===== src/verilog/dcache_defines.svh =====
`ifndef DCACHE_DEFINES_SVH
`define DCACHE_DEFINES_SVH

// ------------------------------------------------------------
// Cache geometry
// ------------------------------------------------------------

`define DCACHE_ADDR_WIDTH   32                        // Byte address bits
`define DCACHE_LINES        16                        // Lines per way
`define DCACHE_BLOCK        4                         // Words per line
`define DCACHE_WAYS         2                         // Associativity

`define DCACHE_INDEX_WIDTH  $clog2(`DCACHE_LINES)     // Line select bits
`define DCACHE_OFFSET_WIDTH $clog2(`DCACHE_BLOCK)     // Word select bits
`define DCACHE_TAG_WIDTH    (`DCACHE_ADDR_WIDTH - 2 - `DCACHE_INDEX_WIDTH - `DCACHE_OFFSET_WIDTH)

`endif

===== src/verilog/core_defs_pkg.sv =====
`include "dcache_defines.svh"

package core_defs_pkg;

    typedef logic [31:0]                       data_t;      // One CPU word
    typedef logic [3:0]                        byte_mask_t; // One bit per byte
    typedef logic [`DCACHE_ADDR_WIDTH-1:0]     data_addr_t; // Flat byte address

    typedef logic [`DCACHE_TAG_WIDTH-1:0]      tag_t;
    typedef logic [`DCACHE_INDEX_WIDTH-1:0]    index_t;
    typedef logic [`DCACHE_OFFSET_WIDTH-1:0]   offset_t;

    // Address split as the ways see it
    typedef struct packed {
        tag_t       tag;       // Compared against the tag array
        index_t     index;     // Line within a way
        offset_t    offset;    // Word within the line
        logic [1:0] byte_off;  // Byte within the word
    } addr_fields_t;

    // Same address word, flat toward memory or split toward the ways
    typedef union packed {
        data_addr_t   flat;
        addr_fields_t fields;
    } data_addr_u;

    // ------------------------------------------------------------
    // Controller to way broadcast
    // ------------------------------------------------------------

    typedef struct packed {
        tag_t                    tag;
        index_t                  index;
        offset_t                 offset;
        logic                    fill;     // Write a fill word, set tag and valid
        logic [`DCACHE_WAYS-1:0] way_sel;  // One-hot target of fill or update
        logic                    update;   // Masked write of a resident word
        logic                    clear;    // Drop valid at index in every way
        byte_mask_t              be;       // Bytes written on fill or update
        data_t                   wdata;
    } way_req_t;

    typedef struct packed {
        logic  hit;    // Valid and tag match at index
        data_t rdata;  // Stored word at index and offset
    } way_resp_t;

endpackage


===== src/verilog/cache_set.sv =====
`timescale 1ns/1ps
`include "dcache_defines.svh"

module cache_set (
    input  logic                     i_clock,
    input  logic                     i_reset,
    input  core_defs_pkg::way_req_t  i_req,      // Shared controller request
    input  logic                     i_way_sel,  // This way is the target
    output core_defs_pkg::way_resp_t o_resp
);

    import core_defs_pkg::*;

    // ------------------------------------------------------------
    // Storage
    // ------------------------------------------------------------

    logic [`DCACHE_LINES-1:0] valid;
    tag_t                     tag_mem  [`DCACHE_LINES];
    data_t                    data_mem [`DCACHE_LINES][`DCACHE_BLOCK];

    logic                     fill_en;   // Fill aimed at this way
    logic                     write_en;  // Fill or update aimed at this way

    assign fill_en  = i_req.fill & i_way_sel;
    assign write_en = (i_req.fill | i_req.update) & i_way_sel;

    // Valid bits, cleared by reset and by the sweep
    always_ff @(posedge i_clock) begin
        if (i_reset)
            valid <= '0;
        else if (i_req.clear)
            valid[i_req.index] <= 1'b0;
        else if (fill_en)
            valid[i_req.index] <= 1'b1;
    end

    always_ff @(posedge i_clock) begin
        if (fill_en)
            tag_mem[i_req.index] <= i_req.tag;
    end

    // Byte lanes written under the request mask
    always_ff @(posedge i_clock) begin
        if (write_en) begin
            for (int b = 0; b < 4; b++) begin
                if (i_req.be[b])
                    data_mem[i_req.index][i_req.offset][8*b +: 8] <= i_req.wdata[8*b +: 8];
            end
        end
    end

    // ------------------------------------------------------------
    // Lookup
    // ------------------------------------------------------------

    assign o_resp.hit   = valid[i_req.index] && (tag_mem[i_req.index] == i_req.tag);
    assign o_resp.rdata = data_mem[i_req.index][i_req.offset];

endmodule


===== config.mk =====
export PLATFORM = sky130hd
export DESIGN_NAME = cache_set
export DESIGN_NICKNAME = d
export VERILOG_FILES = /design/src/verilog/core_defs_pkg.sv /design/src/verilog/cache_set.sv
export VERILOG_INCLUDE_DIRS = /design/src /design/src/verilog
export SDC_FILE = /design/constraint.sdc
export NUM_CORES = 2
export LEC_CHECK = 0
export ABC_AREA = 1
export BUFFER_PORTS_ARGS = -buffer_cell sky130_fd_sc_hd__buf_2
export CORE_MARGIN = 2
export CORE_UTILIZATION = 65
export DETAILED_ROUTE_END_ITERATION = 6
export PLACE_DENSITY = 0.8
export RECOVER_POWER = 25
export SYNTH_ARGS = -nofsm -noshare
export SYNTH_HDL_FRONTEND = slang
export SYNTH_SLANG_ARGS = --single-unit
export TNS_END_PERCENT = 5

===== constraint.sdc =====
create_clock -name i_clock -period 6.3 [get_ports i_clock]
set_input_delay 0.63 -clock i_clock [delete_from_list [all_inputs] [get_ports i_clock]]
set_output_delay 0.63 -clock i_clock [all_outputs]
set_load 0.01 [all_outputs]

==> results by group <==
Yosys
  • Most frequent cell after synthesis: edfxtp_1
  • Post-synth EDFFs: 2432
  • Syn_nets: ~6.5k
  • Ys flop type: edfxtp_1
  • Post-synth top area cell: edfxtp_1
  • Syn Area/Cell: between 10 and 15 sq um
  • Area fraction of the dominant cell type after synthesis: between 70 and 80%
  • Synth top cells by count: edfxtp_1, nand2_1, a22oi_1
  • Synth Register Bits: between 2k and 2.5k
  • Top post-synthesis cells by area: edfxtp_1, a22oi_1, nand2_1
  • Sequential area share after synthesis: 78.32%
  • Asr flop ratio synth: 0%
  • Synth Cell Area: 93660 sq um
  • Syn. warnings: 0
  • Library cells used by synthesis: 33
  • Cells after Synth: ~6.5k

Worst setup path
  • Worst Setup Start Kind: input pin
  • WP buf/inv: 5
  • Most used cell, CP: buf_4
  • Worst path cell trace: buf_4 > inv_4 > nor2_4 > buf_12 > buf_4 > a22oi_1 > a21boi_0 > nor3_1 > nor2_1 > a21oi_1 > nand3_1 > buf_2
  • Critical path's top delay family: buffers and inverters
  • Data arrival, critical path: between 4 and 5 ns
  • CP max stage delay: 0.65 ns
  • Crit end category: output pin
  • WP data required: between 5 and 6 ns
  • Critical path peak fanout: between 50 and 60
  • Setup Crit Path Kind: in -> out
  • Slowest stage cell on the critical path: nor2_4

Route
  • Per-cell routed wire length: ~28 microns
  • Number of vias in the routed layout: 57.49k
  • Initial detailed-routing violation count: around 9k
  • Vias per inst: 6.667
  • DRC viols: 2
  • Antenna Nets Post-Route: 0
  • Drt first pass iters: 7
  • Final wirelength: 240500 microns

STA
  • Worst Max-Slew Pin Slew: about 3.3 ns
  • Fin crit share: roughly four fifths
  • Max-slew violation total from the final report: 910
  • Setup tns final: 0 ns
  • Fin crit period: just over 5 ns
  • Final hold vios: 0
  • Unrepaired setup endpoints after global routing: false
  • Setup Skew: 0 ns
  • Setup-failing EPs final: 0
  • Worst relative slew slack: -120.2%
  • Hold slack: 0.1038 ns
  • Max Clock Freq: between 0.15 and 0.2 GHz

Global routing
  • Pin count of the biggest net entering global routing: around 130
  • Total gr overflow: 0
  • Initial antenna violation count: 17
  • Number of global-route vias before repair: 55.66k
  • First-pass GRT wire length: 351000 microns
  • Global-route total usage across every layer: between 30% and 40%

CTS
  • Post-CTS sizing: 0
  • Post-CTS Hold Buffers: 0
  • CTS tree: built
  • H-tree depth: 4
  • Clk Latency, worst-skew pair: 0.87 ns
  • Root Buffer: clkbuf_16
  • Post-CTS Setup Bufs: 0
  • CTS sink count: about 2.4k
  • Clk pin slew, worst setup/hold paths: 0.06 ns
  • Num CTS Buffers: between 200 and 250
  • Clock Path Buffers: 3

Outcome
  • Outcome: finished, violations left
  • Failing checks: design-rule violations, max-capacitance violations, max-slew violations

Power
  • Peak supply drop: around 0.00027 V
  • Leak: ~35 nW
  • Pwr per Cell Area: between 300 and 400 nW/um^2

Floorplan
  • Core Footprint: 143300 sq um
  • Die Span Y: about 380 microns
  • Row cnt: 139
  • Die ar.: approximately 150000 sq um
  • Initial Utilization: 65.35%
  • # IOs: approximately 110
  • Die width: roughly 380 microns

Final layout
  • Final #Nets: between 6k and 7k
  • Fillcell total: 8410
  • Synth-to-Final Area Change: 10.29%
  • Share of layout cells above drive strength 1: approximately 8.4%

Place
  • Gpl congestion: around 0.84
  • Hpwl dp: approximately 130000 microns
  • PortBufs: 104

Min path
  • Hold Path Class: in -> reg

Job
  • Max-cap violation count: 14
-- kinds of logic (layout without fill, tap and decap cells) --
group                  after synthesis  in the layout  share of synthesized area [%]
AOI/OAI and AO/OA                 1399           1399                          10.72
buffers and inverters              438            683                          2.012
DFF                               2448           2448                          78.32
other                                0             12                              0
and+or+nand+nor                   2178           2178                          8.949
-- worst reg2reg max path, stage by stage (launching register included) --
cell and delay, ns:
dfxtp_1 0.35, o21ai_0 0.10, a31oi_1 0.21
-- per-layer routing --
layer / track usage (%) / share of wire [%] / vias up
met5: 0 / 0.040 / -
met4: 15.12 / 4.7 / 14
met3: 8.146 / 14 / 659
met2: 49.28 / 46 / 4165
met1: 45.00 / 36 / 28140
li1: - / - / 24510
-- metrics by stage --
| step | power (mW) | setup slack (ns) | std cells | instance area [sq um] | util [%] |
|---|---|---|---|---|---|
| detailed placement | 20.07 | 1.468 | 8197 | 96290 | 67.19 |
| floorplan | 19.22 | 3.164 | 6463 | 93660 | - |
| global route | 33.60 | 1.176 | 8615 | 103300 | 72.06 |
| finish | 32.85 | 1.252 | 8623 | 103300 | 72.08 |
| global placement | 20.02 | 1.656 | 8197 | 96290 | 67.19 |
| CTS | 32.81 | 1.497 | 8611 | 103300 | 72.11 |
-- power by group --
group          internal [mW]  total [mW]  switching [mW]  leakage (nW)
combinational          0.423        1.79            1.36          9.50
clock                   7.18        13.0            5.86          3.47
sequential              18.0        18.0          0.0189          22.0
total                   25.6        32.8            7.25          35.0
-- state kept, by name, indices dropped and copies added, names as in the netlist, named ones only --
name,count
data_mem,2048
tag_mem,384
-- cell usage in the layout, fill, tap and decap left out, drive strengths merged --
cell	netlist	routed
o21bai	13	13
a22o	17	17
nand4	28	28
a21oi	136	136
a22oi	1024	1024
a21boi	59	59
o221a	7	7
o21a	2	2
dfxtp	16	16
o31ai	35	35
clkinvlp	0	5
buf	215	195
nand3	74	74
o21ai	63	63
o211ai	6	6
edfxtp	2432	2432
clkbuf	187	315
bufinv	0	13
nor2	368	368
a211oi	12	12
diode	0	12
nor3	25	25
a31oi	8	8
inv	34	40
clkinv	2	115
nand2	1683	1683
a21o	17	17
-- final timing paths --
path	startpoint	endpoint	slack, ns	cells past startpoint
setup / recovery	i_req[43]	o_resp[8]	1.25	12
hold / removal	i_reset	register	0.10	3
setup reg to reg	register	register	5.55	2
hold reg to reg	register	register	0.53	1
-- final cells by class --
cell class | count | area (sq um) | share of cell area, %
clock buffer | 277 | 5894 | 5.706
inverter | 36 | 146.4 | 0.1417
timing repair buffer | 233 | 1697 | 1.643
tap | 1903 | 2381 | 2.305
multi-input combinational | 3577 | 18630 | 18.04
antenna | 12 | 30.03 | 0.02907
sequential | 2448 | 73350 | 71.01
clock inverter | 137 | 1165 | 1.128
No activity file was read; power rests on OpenSTA's default activity.
