==> config.mk <==
export PLATFORM = sky130hd
export DESIGN_NAME = dcache_controller
export DESIGN_NICKNAME = d
export VERILOG_FILES = /design/src/verilog/core_defs_pkg.sv /design/src/verilog/dcache_controller.sv
export VERILOG_INCLUDE_DIRS = /design/src /design/src/verilog
export SDC_FILE = /design/constraint.sdc
export NUM_CORES = 1
export LEC_CHECK = 0
export CAP_MARGIN = 10
export CORE_AREA = 3 3 70 72
export DETAILED_ROUTE_END_ITERATION = 10
export DIE_AREA = 0 0 73 75
export DONT_BUFFER_PORTS = 1
export SETUP_SLACK_MARGIN = 0.15
export SLEW_MARGIN = 20
export SYNTH_ARGS = -nofsm -noshare
export SYNTH_HDL_FRONTEND = slang
export SYNTH_SLANG_ARGS = --single-unit
==> constraint.sdc <==
create_clock -name i_clock -period 2.5 [get_ports i_clock]
set_input_delay 0.625 -clock i_clock [delete_from_list [all_inputs] [get_ports i_clock]]
set_output_delay 0.625 -clock i_clock [all_outputs]
set_load 0.01 [all_outputs]
==> src/verilog/dcache_defines.svh <==
`ifndef DCACHE_DEFINES_SVH
`define DCACHE_DEFINES_SVH

// ------------------------------------------------------------
// Cache geometry
// ------------------------------------------------------------

`define DCACHE_ADDR_WIDTH   32                        // Byte address bits
`define DCACHE_LINES        16                        // Lines per way
`define DCACHE_BLOCK        4                         // Words per line
`define DCACHE_WAYS         2                         // Associativity

`define DCACHE_INDEX_WIDTH  $clog2(`DCACHE_LINES)     // Line select bits
`define DCACHE_OFFSET_WIDTH $clog2(`DCACHE_BLOCK)     // Word select bits
`define DCACHE_TAG_WIDTH    (`DCACHE_ADDR_WIDTH - 2 - `DCACHE_INDEX_WIDTH - `DCACHE_OFFSET_WIDTH)

`endif
==> src/verilog/core_defs_pkg.sv <==
`include "dcache_defines.svh"

package core_defs_pkg;

    typedef logic [31:0]                       data_t;      // One CPU word
    typedef logic [3:0]                        byte_mask_t; // One bit per byte
    typedef logic [`DCACHE_ADDR_WIDTH-1:0]     data_addr_t; // Flat byte address

    typedef logic [`DCACHE_TAG_WIDTH-1:0]      tag_t;
    typedef logic [`DCACHE_INDEX_WIDTH-1:0]    index_t;
    typedef logic [`DCACHE_OFFSET_WIDTH-1:0]   offset_t;

    // Address split as the ways see it
    typedef struct packed {
        tag_t       tag;       // Compared against the tag array
        index_t     index;     // Line within a way
        offset_t    offset;    // Word within the line
        logic [1:0] byte_off;  // Byte within the word
    } addr_fields_t;

    // Same address word, flat toward memory or split toward the ways
    typedef union packed {
        data_addr_t   flat;
        addr_fields_t fields;
    } data_addr_u;

    // ------------------------------------------------------------
    // Controller to way broadcast
    // ------------------------------------------------------------

    typedef struct packed {
        tag_t                    tag;
        index_t                  index;
        offset_t                 offset;
        logic                    fill;     // Write a fill word, set tag and valid
        logic [`DCACHE_WAYS-1:0] way_sel;  // One-hot target of fill or update
        logic                    update;   // Masked write of a resident word
        logic                    clear;    // Drop valid at index in every way
        byte_mask_t              be;       // Bytes written on fill or update
        data_t                   wdata;
    } way_req_t;

    typedef struct packed {
        logic  hit;    // Valid and tag match at index
        data_t rdata;  // Stored word at index and offset
    } way_resp_t;

endpackage

==> src/verilog/dcache_controller.sv <==
`timescale 1ns/1ps
`include "dcache_defines.svh"

module dcache_controller (
    // Clock and reset
    input  logic                       i_clock,
    input  logic                       i_reset,

    // CPU request
    input  core_defs_pkg::addr_fields_t i_addr,     // Address split into fields
    input  logic                       i_re,        // Read held by CPU
    input  logic                       i_we,        // Write held by CPU
    input  core_defs_pkg::byte_mask_t  i_be,        // Write byte mask
    input  core_defs_pkg::data_t       i_wdata,     // Write word

    // Lookup result from way select
    input  logic                       i_hit,
    input  logic [`DCACHE_WAYS-1:0]    i_hit_way,

    // Memory side
    input  core_defs_pkg::data_t       i_mem_rdata, // Fill word
    input  logic                       i_mem_busy,  // Transfer stalls while high

    // Outputs
    output core_defs_pkg::way_req_t    o_req,       // Broadcast to every way
    output logic                       o_mem_re,
    output logic                       o_mem_we,
    output logic                       o_busy
);

    import core_defs_pkg::*;

    localparam int LAST_INDEX  = `DCACHE_LINES - 1;
    localparam int LAST_OFFSET = `DCACHE_BLOCK - 1;

    typedef enum logic [1:0] {
        S_CLEAR,  // Invalidate sweep after reset
        S_IDLE,   // Lookups served combinationally
        S_FILL,   // Line fill from memory
        S_WRITE   // Write-through to memory
    } state_t;

    state_t                  state;
    index_t                  clear_idx;  // Sweep position
    offset_t                 fill_off;   // Next word of the fill
    logic [`DCACHE_WAYS-1:0] victim;     // Round-robin, one-hot

    // ------------------------------------------------------------
    // State and counters
    // ------------------------------------------------------------

    always_ff @(posedge i_clock) begin
        if (i_reset) begin
            state     <= S_CLEAR;
            clear_idx <= '0;
            fill_off  <= '0;
            victim    <= `DCACHE_WAYS'(1);
        end else begin
            case (state)
                S_CLEAR: begin
                    clear_idx <= clear_idx + 1'b1;
                    if (clear_idx == index_t'(LAST_INDEX))
                        state <= S_IDLE;
                end
                S_IDLE: begin
                    fill_off <= '0;                       // Fills start at word 0
                    if (i_we)
                        state <= S_WRITE;
                    else if (i_re && !i_hit)
                        state <= S_FILL;
                end
                S_FILL: begin
                    if (!i_mem_busy) begin
                        fill_off <= fill_off + 1'b1;
                        if (fill_off == offset_t'(LAST_OFFSET)) begin
                            // Rotate victim once the whole line is in
                            victim <= (victim << 1) | `DCACHE_WAYS'(victim[`DCACHE_WAYS-1]);
                            state  <= S_IDLE;
                        end
                    end
                end
                S_WRITE: begin
                    if (!i_mem_busy)
                        state <= S_IDLE;                  // Memory took the word
                end
                default: state <= S_CLEAR;
            endcase
        end
    end

    // ------------------------------------------------------------
    // Way request and handshake outputs
    // ------------------------------------------------------------

    always_comb begin
        o_req        = '0;
        o_req.tag    = i_addr.tag;
        o_req.index  = i_addr.index;
        o_req.offset = i_addr.offset;
        o_req.be     = i_be;
        o_req.wdata  = i_wdata;
        o_mem_re     = 1'b0;
        o_mem_we     = 1'b0;
        o_busy       = 1'b1;

        case (state)
            S_CLEAR: begin
                o_req.index = clear_idx;
                o_req.clear = 1'b1;
            end
            S_IDLE: begin
                o_busy = i_we | (i_re & ~i_hit);          // Read hit completes now
            end
            S_FILL: begin
                o_req.offset  = fill_off;
                o_req.fill    = ~i_mem_busy;              // Capture on accepted read
                o_req.way_sel = victim;
                o_req.be      = '1;
                o_req.wdata   = i_mem_rdata;
                o_mem_re      = 1'b1;
            end
            S_WRITE: begin
                o_req.update  = ~i_mem_busy & i_hit;      // Only a resident word
                o_req.way_sel = i_hit_way;
                o_mem_we      = 1'b1;
                o_busy        = i_mem_busy;
            end
            default: ;
        endcase
    end

endmodule

==> key figures <==
Worst setup path
  – Biggest cell delay along the critical path: ~460 ps
  – Critical path buffers and inverters: 2
  – CP Data Arrival Time: roughly 1500 ps
  – Critical path's top delay family: flip-flops
  – CP max FO: 40
  – Slowest stage cell, crit path: dfxtp_1
  – Critical Path Start Type: register
  – Crit-path most repeated cell: nand2b_1
  – CP Class: reg2out
  – Crit. Startpoint: state[0]$_SDFFE_PP0P_
  – Cell Chain, Critical Path: nand2b_1, buf_6, nand2b_1, buf_4
  – Required @ worst endpoint: 1880 ps
  – Reg2reg start: state[1]$_SDFFE_PP0P_
  – CP endpoint kind: output port

CTS
  – Hold_buf cts: 0
  – H-tree Lvls: 1
  – Setup bufs post-CTS: 0
  – Clock buffer count from CTS: 3
  – Root Driver: clkbuf_8
  – CTS tree: yes
  – Clk_lat worst skew: between 200 and 250 ps
  – Clk sink count: 10
  – CTS Buffer Depth: 2
  – Post-cts sizing count: 0
  – Worst-path clk slew: ~50 ps

Global routing
  – Remaining global-route overflow: 0
  – Largest net degree at the start of global routing: 41
  – Vias in the first global route: ~900
  – Initial antenna violation count: 0
  – Total GRT Usage: between 10% and 20%
  – First-pass GRT wire length: 4460 um

Worst hold path
  – Hold Crit Class: in2reg
  – Hold path startpoint: i_reset

Cells and area
  – Nets: 297
  – Share of layout cells above drive strength 1: 9.73%
  – Fill cell count: 486
  – Ant. Diodes: 0
  – Area added between synthesis and finish: -5.92%
  – Non-Filler Instances: approximately 240
  – Commonest cells after routing, fill and taps aside: nand2_1 (105), nor2_1 (10), dfxtp_1 (10)
  – Commonest non-fill, non-tap cell in the layout: nand2_1
  – Area of the multi-input gates: 797 um^2
  – Register area: roughly 200 um^2

Power
  – PD cells: approximately 350 nW/um^2
  – Gate power share: about a fifth
  – NetSw: 115 uW
  – Sw Ratio: 27.8%
  – Peak VDD IR: 0.322 mV
  – Flop pwr share: around 41%
  – Leakage: about 0.00059 uW
  – Cell Int Power: around 300 uW
  – Clock group share of total power: 39.9%
  – Final Total Pwr: about 400 uW

Synth
  – Syn Area/Cell: 5.91 um^2
  – Mapped Cells: 211
  – Mapped Area: between 1000 and 1500 um^2
  – Mux cell area share after synthesis: 6.82%
  – Synth Area in XOR/XNOR: approximately 2.1%
  – Sequential area share after synthesis: 16.0%
  – Simple-gate share of the synthesized area: 45.7%
  – Unique masters post-synth: 31
  – Synthesis Warnings: 0
  – Main combinational cell family by area after synthesis: simple AND/OR/NAND/NOR gates
  – Area share of fa/ha/maj cells after synthesis: under 10%
  – Synth Register Bits: 10
  – Syn Nets: between 300 and 400
  – Compound-gate portion of the synthesized area: between 7 and 8%

Placement
  – Final GP Congestion: slightly above 0.7
  – Placed cells: approximately 230
  – Hpwl dp: about 3000 um
  – Port-buffer cells: 0

Detailed routing
  – First-iteration detailed-routing DRC count: 36
  – Drt via density: 5.04
  – Pre-antenna DRT Iters: 4
  – # DRC: 0
  – Detail Route Antenna Nets: 0
  – Routed vias: 1195
  – Final WL: roughly 3600 um
  – Wire per inst: around 15 um

Die
  – Initial Util: between 20% and 30%
  – Die Height: 75 um
  – Core footprint: about 4400 um^2
  – Num rows: 24
  – Die width: approximately 73 um
  – Die ar.: 5480 um^2
  – I/O pin count: between 150 and 200

STA
  – Post-layout min period: between 2000 and 2500 ps
  – Setup-failing EPs final: 0
  – RSZ-0062 raised after global routing: false
  – Achievable Freq: 0.465 GHz
  – Setup TNS Final: 0 ps
  – Max_slew headroom: 69.1%
  – Hold Fails Final Rpt: 0
  – Final worst path period share: 86.1%
  – Tightest Pin Transition: between 400 and 500 ps
  – Worst hold slack: between 400 and 500 ps
  – Max-slew violations: 0
  – Final Skew: 1.19 ps

Job
  – Max-cap violations: 0

Run status
  – Status: finished clean
[metrics by stage]
| stage | cell area (um^2) | util (%) | setup slack (ps) |
|---|---|---|---|
| 6_report | 1170 | 27.0 | 348 |
| 5_1_grt | 1170 | 27.0 | 225 |
| 4_1_cts | 1170 | 26.8 | 277 |
| 3_5_place_dp | 1130 | 25.9 | 525 |
| 3_3_place_gp | 1130 | 25.9 | 541 |
| 2_1_floorplan | 1250 | - | 633 |
[power by group through the flow]
stage          Clock (uW)  Sequential, uW  Combinational [uW]
2_1_floorplan           0             171                 108
3_3_place_gp            0             172                79.4
3_5_place_dp            0             172                79.2
4_1_cts               169             169                79.4
5_1_grt               181             170                88.2
6_report              164             170                78.3
[state kept, by name, summed over array words and instances, names as in the netlist]
name,flops
clear_idx,4
state,2
fill_off,2
victim,2
[cell usage after synthesis, drive strengths merged]
cell type	count	share of area (%)
a2bb2oi	1	0.70
o21ai	5	2.0
nand3	1	0.40
ha	2	2.0
mux2	4	3.6
xnor2	1	0.70
nand3b	1	0.60
and2	1	0.50
buf	32	18
nor3	1	0.40
dfxtp	10	16
nor2b	6	3.0
o21a	1	0.60
mux2i	4	3.2
nor3b	1	1.5
a21oi	5	2.0
a211o	1	0.70
a22oi	1	0.60
inv	1	0.30
clkbuf	5	1.5
o31ai	1	0.60
nand2	105	32
nand4	1	0.50
nand2b	6	3.0
xor2	2	1.4
and3b	1	0.70
nor2	11	3.5
[area by class of cell]
type / count / share of cell area [%]
timing repair buffer: 8 / 5.44
sequential: 10 / 17.1
inverter: 1 / 0.533
multi-input combinational: 163 / 67.9
tap: 52 / 5.54
clock buffer: 3 / 3.52
[layer usage]
| metal | routed length, um | GRT usage [%] | vias to the layer above |
|---|---|---|---|
| li1 | - | - | 581 |
| met1 | 1290 | 12.4 | 518 |
| met2 | 1730 | 16.7 | 92 |
| met3 | 592 | 6.14 | 4 |
| met4 | 19 | 3.89 | 0 |
| met5 | 0 | 0 | - |
[path summary, 6_finish.rpt]
path	to	slack [ps]	cells past startpoint
max	o_req[35]	350	4
min	state[1]$_SDFFE_PP0P_	460	1
max reg2reg	victim[0]$_SDFFE_PP1P_	920	5
min reg2reg	victim[0]$_SDFFE_PP1P_	500	1
[worst register-to-register path: stages (launching register included)]
cell and delay (ps):
dfxtp_1 470, nand2b_1 170, buf_6 220, nor3b_4 280, nor2b_1 70, a211o_1 260
[cells by family after synthesis]
logic type | after synthesis
AOI/OAI and AO/OA | 15
adders and majority gates | 2
buffers and inverters | 38
DFF | 10
and+or+nand+nor | 135
xor gates and xnor gates | 3
muxes | 8
(Power assumes the default switching activity.)
