$ cat config.mk
export PLATFORM = sky130hd
export DESIGN_NAME = way_select
export DESIGN_NICKNAME = d
export VERILOG_FILES = /design/src/verilog/core_defs_pkg.sv /design/src/verilog/way_select.sv
export VERILOG_INCLUDE_DIRS = /design/src /design/src/verilog
export SDC_FILE = /design/constraint.sdc
export NUM_CORES = 1
export LEC_CHECK = 0
export BUFFER_PORTS_ARGS = -buffer_cell sky130_fd_sc_hd__buf_4
export CELL_PAD_IN_SITES_DETAIL_PLACEMENT = 1
export CELL_PAD_IN_SITES_GLOBAL_PLACEMENT = 1
export CORE_MARGIN = 2
export CORE_UTILIZATION = 10
export DETAILED_ROUTE_END_ITERATION = 8
export PLACE_DENSITY = 0.77
export SKIP_LAST_GASP = 1
export SYNTH_ARGS = -nofsm -noshare
export SYNTH_HDL_FRONTEND = slang
export SYNTH_SLANG_ARGS = --single-unit
$ cat constraint.sdc
create_clock -name vclk -period 0.8
set_clock_uncertainty 0.05 [all_clocks]
set_input_delay 0 -clock vclk [all_inputs]
set_output_delay 0 -clock vclk [all_outputs]
set_load 0.02 [all_outputs]
$ cat src/verilog/dcache_defines.svh
`ifndef DCACHE_DEFINES_SVH
`define DCACHE_DEFINES_SVH

// ------------------------------------------------------------
// Cache geometry
// ------------------------------------------------------------

`define DCACHE_ADDR_WIDTH   32                        // Byte address bits
`define DCACHE_LINES        16                        // Lines per way
`define DCACHE_BLOCK        4                         // Words per line
`define DCACHE_WAYS         2                         // Associativity

`define DCACHE_INDEX_WIDTH  $clog2(`DCACHE_LINES)     // Line select bits
`define DCACHE_OFFSET_WIDTH $clog2(`DCACHE_BLOCK)     // Word select bits
`define DCACHE_TAG_WIDTH    (`DCACHE_ADDR_WIDTH - 2 - `DCACHE_INDEX_WIDTH - `DCACHE_OFFSET_WIDTH)

`endif
$ cat src/verilog/core_defs_pkg.sv
`include "dcache_defines.svh"

package core_defs_pkg;

    typedef logic [31:0]                       data_t;      // One CPU word
    typedef logic [3:0]                        byte_mask_t; // One bit per byte
    typedef logic [`DCACHE_ADDR_WIDTH-1:0]     data_addr_t; // Flat byte address

    typedef logic [`DCACHE_TAG_WIDTH-1:0]      tag_t;
    typedef logic [`DCACHE_INDEX_WIDTH-1:0]    index_t;
    typedef logic [`DCACHE_OFFSET_WIDTH-1:0]   offset_t;

    // Address split as the ways see it
    typedef struct packed {
        tag_t       tag;       // Compared against the tag array
        index_t     index;     // Line within a way
        offset_t    offset;    // Word within the line
        logic [1:0] byte_off;  // Byte within the word
    } addr_fields_t;

    // Same address word, flat toward memory or split toward the ways
    typedef union packed {
        data_addr_t   flat;
        addr_fields_t fields;
    } data_addr_u;

    // ------------------------------------------------------------
    // Controller to way broadcast
    // ------------------------------------------------------------

    typedef struct packed {
        tag_t                    tag;
        index_t                  index;
        offset_t                 offset;
        logic                    fill;     // Write a fill word, set tag and valid
        logic [`DCACHE_WAYS-1:0] way_sel;  // One-hot target of fill or update
        logic                    update;   // Masked write of a resident word
        logic                    clear;    // Drop valid at index in every way
        byte_mask_t              be;       // Bytes written on fill or update
        data_t                   wdata;
    } way_req_t;

    typedef struct packed {
        logic  hit;    // Valid and tag match at index
        data_t rdata;  // Stored word at index and offset
    } way_resp_t;

endpackage

$ cat src/verilog/way_select.sv
`timescale 1ns/1ps
`include "dcache_defines.svh"

module way_select (
    input  core_defs_pkg::way_resp_t i_resp [`DCACHE_WAYS],  // One per way
    output logic                     o_hit,
    output logic [`DCACHE_WAYS-1:0]  o_hit_way,              // One-hot
    output core_defs_pkg::data_t     o_rdata
);

    import core_defs_pkg::*;

    // Lowest hitting way wins, keeps the select one-hot
    always_comb begin
        o_hit     = 1'b0;
        o_hit_way = '0;
        o_rdata   = '0;
        for (int w = 0; w < `DCACHE_WAYS; w++) begin
            if (i_resp[w].hit && !o_hit) begin
                o_hit        = 1'b1;
                o_hit_way[w] = 1'b1;
                o_rdata      = i_resp[w].rdata;
            end
        end
    end

endmodule

==> impl_metrics.yaml, run 1 <==
power_and_ir_drop:
  p_total_mw: 0.973
  power_density_mw_per_mm2: 724
  leakagePower_nw: 0.712
  peakVddDrop_v: 0.000195
worst_setup_path:
  path_buf_inv: 3
  crit_fanout: 4
  critical_path.top_delay_family: "buffers and inverters"
  critical_path.max_stage_delay_ps: 210
  slowest_stage: "a22o_1"
  required_ps: 750
  worstSetupStartpointType: "input port"
  worstPathArrival_ps: 750
  crit_cells: 5
  crit_path_end_kind: "output port"
  path_class: "input port to output port"
  crit_chain: "buf_4, nor2b_4, buf_4, a22o_1, buf_6"
  cpMostUsedCell: "buf_4"
hold_path:
  min_path_type: "input port to output port"
  holdPathStages: 3
sta:
  setup_violations: 2
  final.setup.worst_slack_ps: -2.96
  relSlewSlack: 0.897
  hold_viol_final: 0
  slew_violations: 0
  fin_crit_ps: 803
  post-route-period-util: 1.00
  max_slew.worst_pin.slew_ps: 155
  rsz0062_at_grt: "true"
  fmax_mhz: 1250
layout:
  final_cells: 191
  fin_util: 0.373
  clkbuf_count: 0
  drive_above_1_share: 0.776
  nNetsFinal: 211
  multi_input_area_um2: 314
  n_fill_cell: 429
  n_antenna_cell: 0
  areaGrowthSynthToFinish_pct: 262
  nFlopsAndLatches: 0
  seq_area_um2: 0
global_route:
  grt_max_degree: 35
  grt_pass1_vias: 926
  grt_pass1_wl_um: 4370
  met1_usage: 0.118
  grt-busiest-layer: "met2"
  grt_usage: 0.134
  grt-ovfl-total: 0
  grt_util_met3: 0.0191
  antenna_found_initial: 0
  grtUsageMet2: 0.318
die:
  core_area_mm2: 0.00361
  fp-row-count: 22
  start_util: 0.103
  io-pin-count: 101
  die_area_mm2: 0.00422
  die_w_um: 65.0
  fp.dieH_um: 65.0
routing:
  wl_per_cell_um: 17.7
  firstDrtPassIters: 2
  drc: 0
  ant_nets: 0
  viasPerCell: 4.47
  drtIter0Drc: 20
  vias: 854
  drt-total-wl_um: 3380
placement:
  place.gp.congestion: 0.736
  hpwl_um: 2330
  dp.cells: 184
  port_buffers: 101
synthesis:
  syn_area_um2: 372
  synthCells: 43
  syn-num-nets: 109
  synth_top_area_cell: "a22o_1"
  netlist_top_cells_area: "a22o_1, buf_6, nor2b_2, buf_4, clkbuf_1"
  synth_top_area_share: 0.754
  synth_warnings: 0
  ys_seq_area_frac: 0
  ys_types: 7
  avgSynthCellArea_um2: 8.64
status:
  status: "finished, violations left"
  violations: "setup timing"
run:
  cap_viol_max_count: 0
[stage by stage]
step | TNS (ps) | worst slack [ps] | area (um^2) | hold slack [ps]
2_1_floorplan | 0 | 34.4 | 372 | 62.6
5_1_grt | -505 | -38.1 | 1340 | 272
4_1_cts | -39.2 | -12.6 | 1260 | 260
6_report | -5.12 | -2.96 | 1340 | 262
3_3_place_gp | -22370 | -716 | 1120 | 242
3_5_place_dp | -26220 | -848 | 1120 | 252
[cells in the final DEF, fill, tap and decap left out]
cell | synthesis | final
or2_2 | 1 | 1
clkbuf_16 | 0 | 2
nor2b_4 | 0 | 2
buf_6 | 5 | 23
buf_4 | 1 | 80
a22o_1 | 32 | 32
buf_12 | 0 | 3
[cells in the mapped netlist, drive strengths merged]
cell / count
a22o: 32
buf: 7
clkbuf: 2
nor2b: 1
or2: 1
[logic make-up after synthesis]
kind of cell,count (synthesis),synth area share
simple gates,2,0.0404
compound gates,32,0.754
buf+inv,9,0.205
[worst paths after layout]
check | startpoint | slack (ps) | end
max | i_resp[32] | -3 | o_rdata[4]
min | i_resp[16] | 260 | o_rdata[16]
[metal layers]
metal  routed length, um  part of all wire  vias to the layer above
met5                   0                 0                        -
met4                   0                 0                        0
met3                 250             0.074                        0
met2                2000              0.59                       61
met1                1130              0.33                      405
li1                    -                 -                      388
[tightest hold or removal path, delay by kind of cell]
kind                   cells  cell delay [ps]
buffers and inverters      2              210
AOI/OAI and AO/OA          1              100
[layout make-up]
class / instances / share of cell area
well taps: 48 / 0.0447
repair buffers: 108 / 0.722
multi-input cells: 35 / 0.234
[where the power goes]
group | internal (mW) | switching (mW) | total, mW | leakage, nW
Combinational | 0.568 | 0.406 | 0.973 | 0.712
Clock | 0 | 0 | 0 | 0
Sequential | 0 | 0 | 0 | 0
Total | 0.568 | 0.406 | 0.973 | 0.712
[what timing repair did]
action	4_1_cts	5_1_grt
hold buffers	0	0
resized for setup	19	9
pin swaps	3	8
setup buffers	4	2
gates cloned	1	2
setup endpoints to repair	34	32
(Power assumes the default switching activity.)
==> run 2, diff against run 1 <==
Settings changed: BUFFER_PORTS_ARGS -buffer_cell sky130_fd_sc_hd__buf_4 to default, CORE_AREA from default to 2 2 39 41, CORE_MARGIN 2 to default, CORE_UTILIZATION 10 to default, DIE_AREA from default to 0 0 41 43, DONT_BUFFER_PORTS from default to 1, PLACE_DENSITY 0.77 to 0.69.
==> run 2 against run 1 <==
The run now ends clean; final cell count fell by 72%; final area fell by 74%; fmax up 15%; global-route usage down 3.5 points; flip-flop and latch count stayed put; combinational power is 64% lower; non-clock buffer count decreased by 105; first-iteration DRC count decreased by 80%; largest power group unchanged; highest routed layer unchanged.
==> impl_metrics.yaml, run 2 (same netlist as run 1, synthesis figures left out) <==
routing:
  drc: 0
  ant_nets: 0
  drtIter0Drc: 4
  firstDrtPassIters: 2
  wl_per_cell_um: 23.2
  viasPerCell: 7.49
  drt-total-wl_um: 1230
  vias: 397
global_route:
  grt-ovfl-total: 0
  grt_pass1_vias: 266
  grt_max_degree: 36
  grt_pass1_wl_um: 1300
  grt_usage: 0.0999
  antenna_found_initial: 0
worst_setup_path:
  critical_path.max_stage_delay_ps: 650
  critical_path.top_delay_family: "buffers and inverters"
  path_buf_inv: 1
  required_ps: 750
  worstSetupStartpointType: "input port"
  slowest_stage: "dlygate4sd3_1"
  crit_chain: "dlygate4sd3_1"
  worstPathArrival_ps: 650
  crit_fanout: 35
  path_class: "input port to output port"
  crit_path_end_kind: "output port"
placement:
  place.gp.congestion: 0.574
  place_ws_ps: 106
  dp.cells: 52
  port_buffers: 0
layout:
  nFlopsAndLatches: 0
  areaGrowthSynthToFinish_pct: -5.05
  drive_above_1_share: 0.108
  n_antenna_cell: 0
  n_fill_cell: 168
  multi_input_area_um2: 295
  seq_area_um2: 0
  nNetsFinal: 105
  final_cells: 53
  final_common_cell: "a22o_1"
  clkbuf_count: 0
die:
  die_w_um: 41
  die_area_mm2: 0.00176
  start_util: 0.269
  core_area_mm2: 0.00138
  fp-row-count: 14
  fp.dieH_um: 43
  io-pin-count: 101
sta:
  post-route-period-util: 0.876
  relSlewSlack: 0.844
  slew_violations: 0
  rsz0062_at_grt: "false"
  setup_violations: 0
  max_slew.worst_pin.slew_ps: 235
  fin_crit_ps: 701
  final.setup.worst_slack_ps: 98.8
  fmax_mhz: 1430
  hold_viol_final: 0
  tns_ps: 0
hold_path:
  min_path_type: "input port to output port"
status:
  status: "complete, no violations"
run:
  cap_viol_max_count: 0
clocking:
  post_cts_buffers: 0
power_and_ir_drop:
  peakVddDrop_v: 0.000258
  leakagePower_nw: 0.140
  power_density_mw_per_mm2: 998
==> run 2: final cells by class <==
class                      count  share of cell area
multi-input combinational     34               0.837
timing repair buffer           3               0.106
tap                           16              0.0567
==> run 2: final timing paths <==
path	to	slack (ps)	startpoint	depth (start not counted)
max	o_hit_way[0]	100	i_resp[65]	1
min	o_hit	100	i_resp[65]	1
==> run 2: metal layers <==
| layer | share of wire | track usage | vias to the layer above |
|---|---|---|---|
| met5 | 0 | 0 | - |
| met3 | 0.17 | 0.0105 | 0 |
| met4 | 0 | 0 | 0 |
| li1 | - | - | 173 |
| met2 | 0.52 | 0.206 | 54 |
| met1 | 0.31 | 0.101 | 170 |
==> run 2: power by group <==
part           internal [mW]  leakage (nW)  switching, mW
Combinational          0.118         0.140          0.235
Clock                      0             0              0
Sequential                 0             0              0
==> run 2: per-stage QoR <==
stage               instance area, um^2   util  power [mW]  hold slack [ps]
floorplan                           372      -       0.368             62.6
global placement                    343  0.248       0.346            -49.2
detailed placement                  343  0.248       0.346            -48.9
CTS                                 353  0.255       0.355              103
global route                        353  0.255       0.372              103
finish                              353  0.255       0.352             98.8
==> run 2: what timing repair did <==
item / CTS / global route
endpoints found under the hold margin: 1 / 0
endpoints found under the setup margin: 0 / 0
hold buffers: 1 / 0
gates resized for setup: 0 / 0
==> run 3, diff against run 2 <==
Settings changed: PLACE_DENSITY 0.69 to 0.66.
Clock period 0.8 ns to 0.85 ns, I/O delays scaled along.
==> run 3 against run 2 <==
Sequential share of layout area did not move; final cell count is 1.9% higher; utilization is 0.36 points lower; first-iteration DRC count is 50% higher; flip-flop and latch count stayed put; largest cell class unchanged; largest power group unchanged.
==> impl_metrics.yaml, run 3 (same netlist as run 1, synthesis figures left out) <==
worst_setup_path:
  crit_fanout: 20
  critical_path.max_stage_delay_ps: 280
  worstSetupStartpointType: "input port"
  crit_chain: "nor2b_2, buf_4, a22o_1"
  required_ps: 800
  path_class: "input port to output port"
  worstPathArrival_ps: 660
  crit_path_end_kind: "output port"
  slowest_stage: "a22o_1"
die:
  start_util: 0.269
  fp-row-count: 14
  io-pin-count: 101
  die_w_um: 41
  die_area_mm2: 0.00176
  core_area_mm2: 0.00138
  fp.dieH_um: 43
global_route:
  grt_usage: 0.0929
  antenna_found_initial: 0
  grt_pass1_vias: 284
  grt_pass1_wl_um: 1280
  grt-ovfl-total: 0
  grt_max_degree: 36
power_and_ir_drop:
  power_density_mw_per_mm2: 939
  p_total_mw: 0.327
  leakagePower_nw: 0.142
  peakVddDrop_v: 0.000297
sta:
  fin_crit_ps: 711
  whs_ps: 94.6
  post-route-period-util: 0.836
  relSlewSlack: 0.854
  rsz0062_at_grt: "false"
  fmax_mhz: 1410
  tns_ps: 0
  setup_violations: 0
  slew_violations: 0
  max_slew.worst_pin.slew_ps: 218
  hold_viol_final: 0
routing:
  ant_nets: 0
  drc: 0
  viasPerCell: 7.37
  drt-total-wl_um: 1160
  drtIter0Drc: 6
  vias: 398
  wl_per_cell_um: 21.5
  firstDrtPassIters: 4
placement:
  dp.cells: 53
  place.gp.congestion: 0.602
  port_buffers: 0
layout:
  drive_above_1_share: 0.132
  final_cells: 54
  nNetsFinal: 106
  clkbuf_count: 0
  nFlopsAndLatches: 0
  mostFrequentLayoutCells: "a22o_1, buf_4, nor2b_2, or2_2, dlygate4sd3_1"
  final_common_cell: "a22o_1"
  seq_area_um2: 0
  n_antenna_cell: 0
  areaGrowthSynthToFinish_pct: -6.40
  fin_util: 0.251
hold_path:
  worstHoldStart: "i_resp[65]"
  holdPathStages: 1
  min_to: "o_hit"
  min_path_type: "input port to output port"
run:
  cap_viol_max_count: 0
status:
  status: "complete, no violations"
run 3: cell types whose count changed in the layout (fill, tap and decap cells not counted), sizes merged:
cell,before,now
buf,2,3
run 3: critical path, delay by kind of cell:
kind	cells	cell delay (ps)
AND/OR/NAND/NOR	1	140
AO/OA/AOI/OAI	1	280
buffers and inverters	1	240
run 3: power breakdown:
group,switching (mW),internal [mW]
combinational,0.219,0.107
sequential,0,0
clock,0,0
run 3: worst max path at each step:
stage                     startpoint          end  slack [ps]  cells after the start
after floorplan           i_resp[65]  o_rdata[22]          80                      5
after global placement    i_resp[32]  o_rdata[27]         170                      3
after detailed placement  i_resp[32]  o_rdata[30]         150                      3
after CTS                 i_resp[32]   o_rdata[0]         150                      3
after global routing      i_resp[32]   o_rdata[0]          80                      3
final                     i_resp[32]  o_rdata[30]         140                      3
run 3: what timing repair did:
action                    4_1_cts  5_1_grt
gates resized for setup         0        0
hold endpoints to repair        1        0
hold buffers                    1        0
buffers inserted                0        0
run 3: final cells by class:
cell class | instances | area, um^2
multi-input combinational | 34 | 295
timing repair buffer | 4 | 32.5
fill | 166 | 1040
tap | 16 | 20.0
run 3: through the flow:
stage	worst slack, ps	instance area (um^2)
6_report	139	348
5_1_grt	82.5	348
4_1_cts	146	348
3_5_place_dp	154	338
3_3_place_gp	174	338
2_1_floorplan	84.4	372
run 3: metal layers:
layer  global-route usage  wire [um]  share of wire  vias to the layer above
li1                     -          -              -                      174
met1                0.117        385           0.33                      182
met2                0.172        613           0.53                       42
met3              0.00524        165           0.14                        0
met4                    0          0              0                        0
met5                    0          0              0                        -
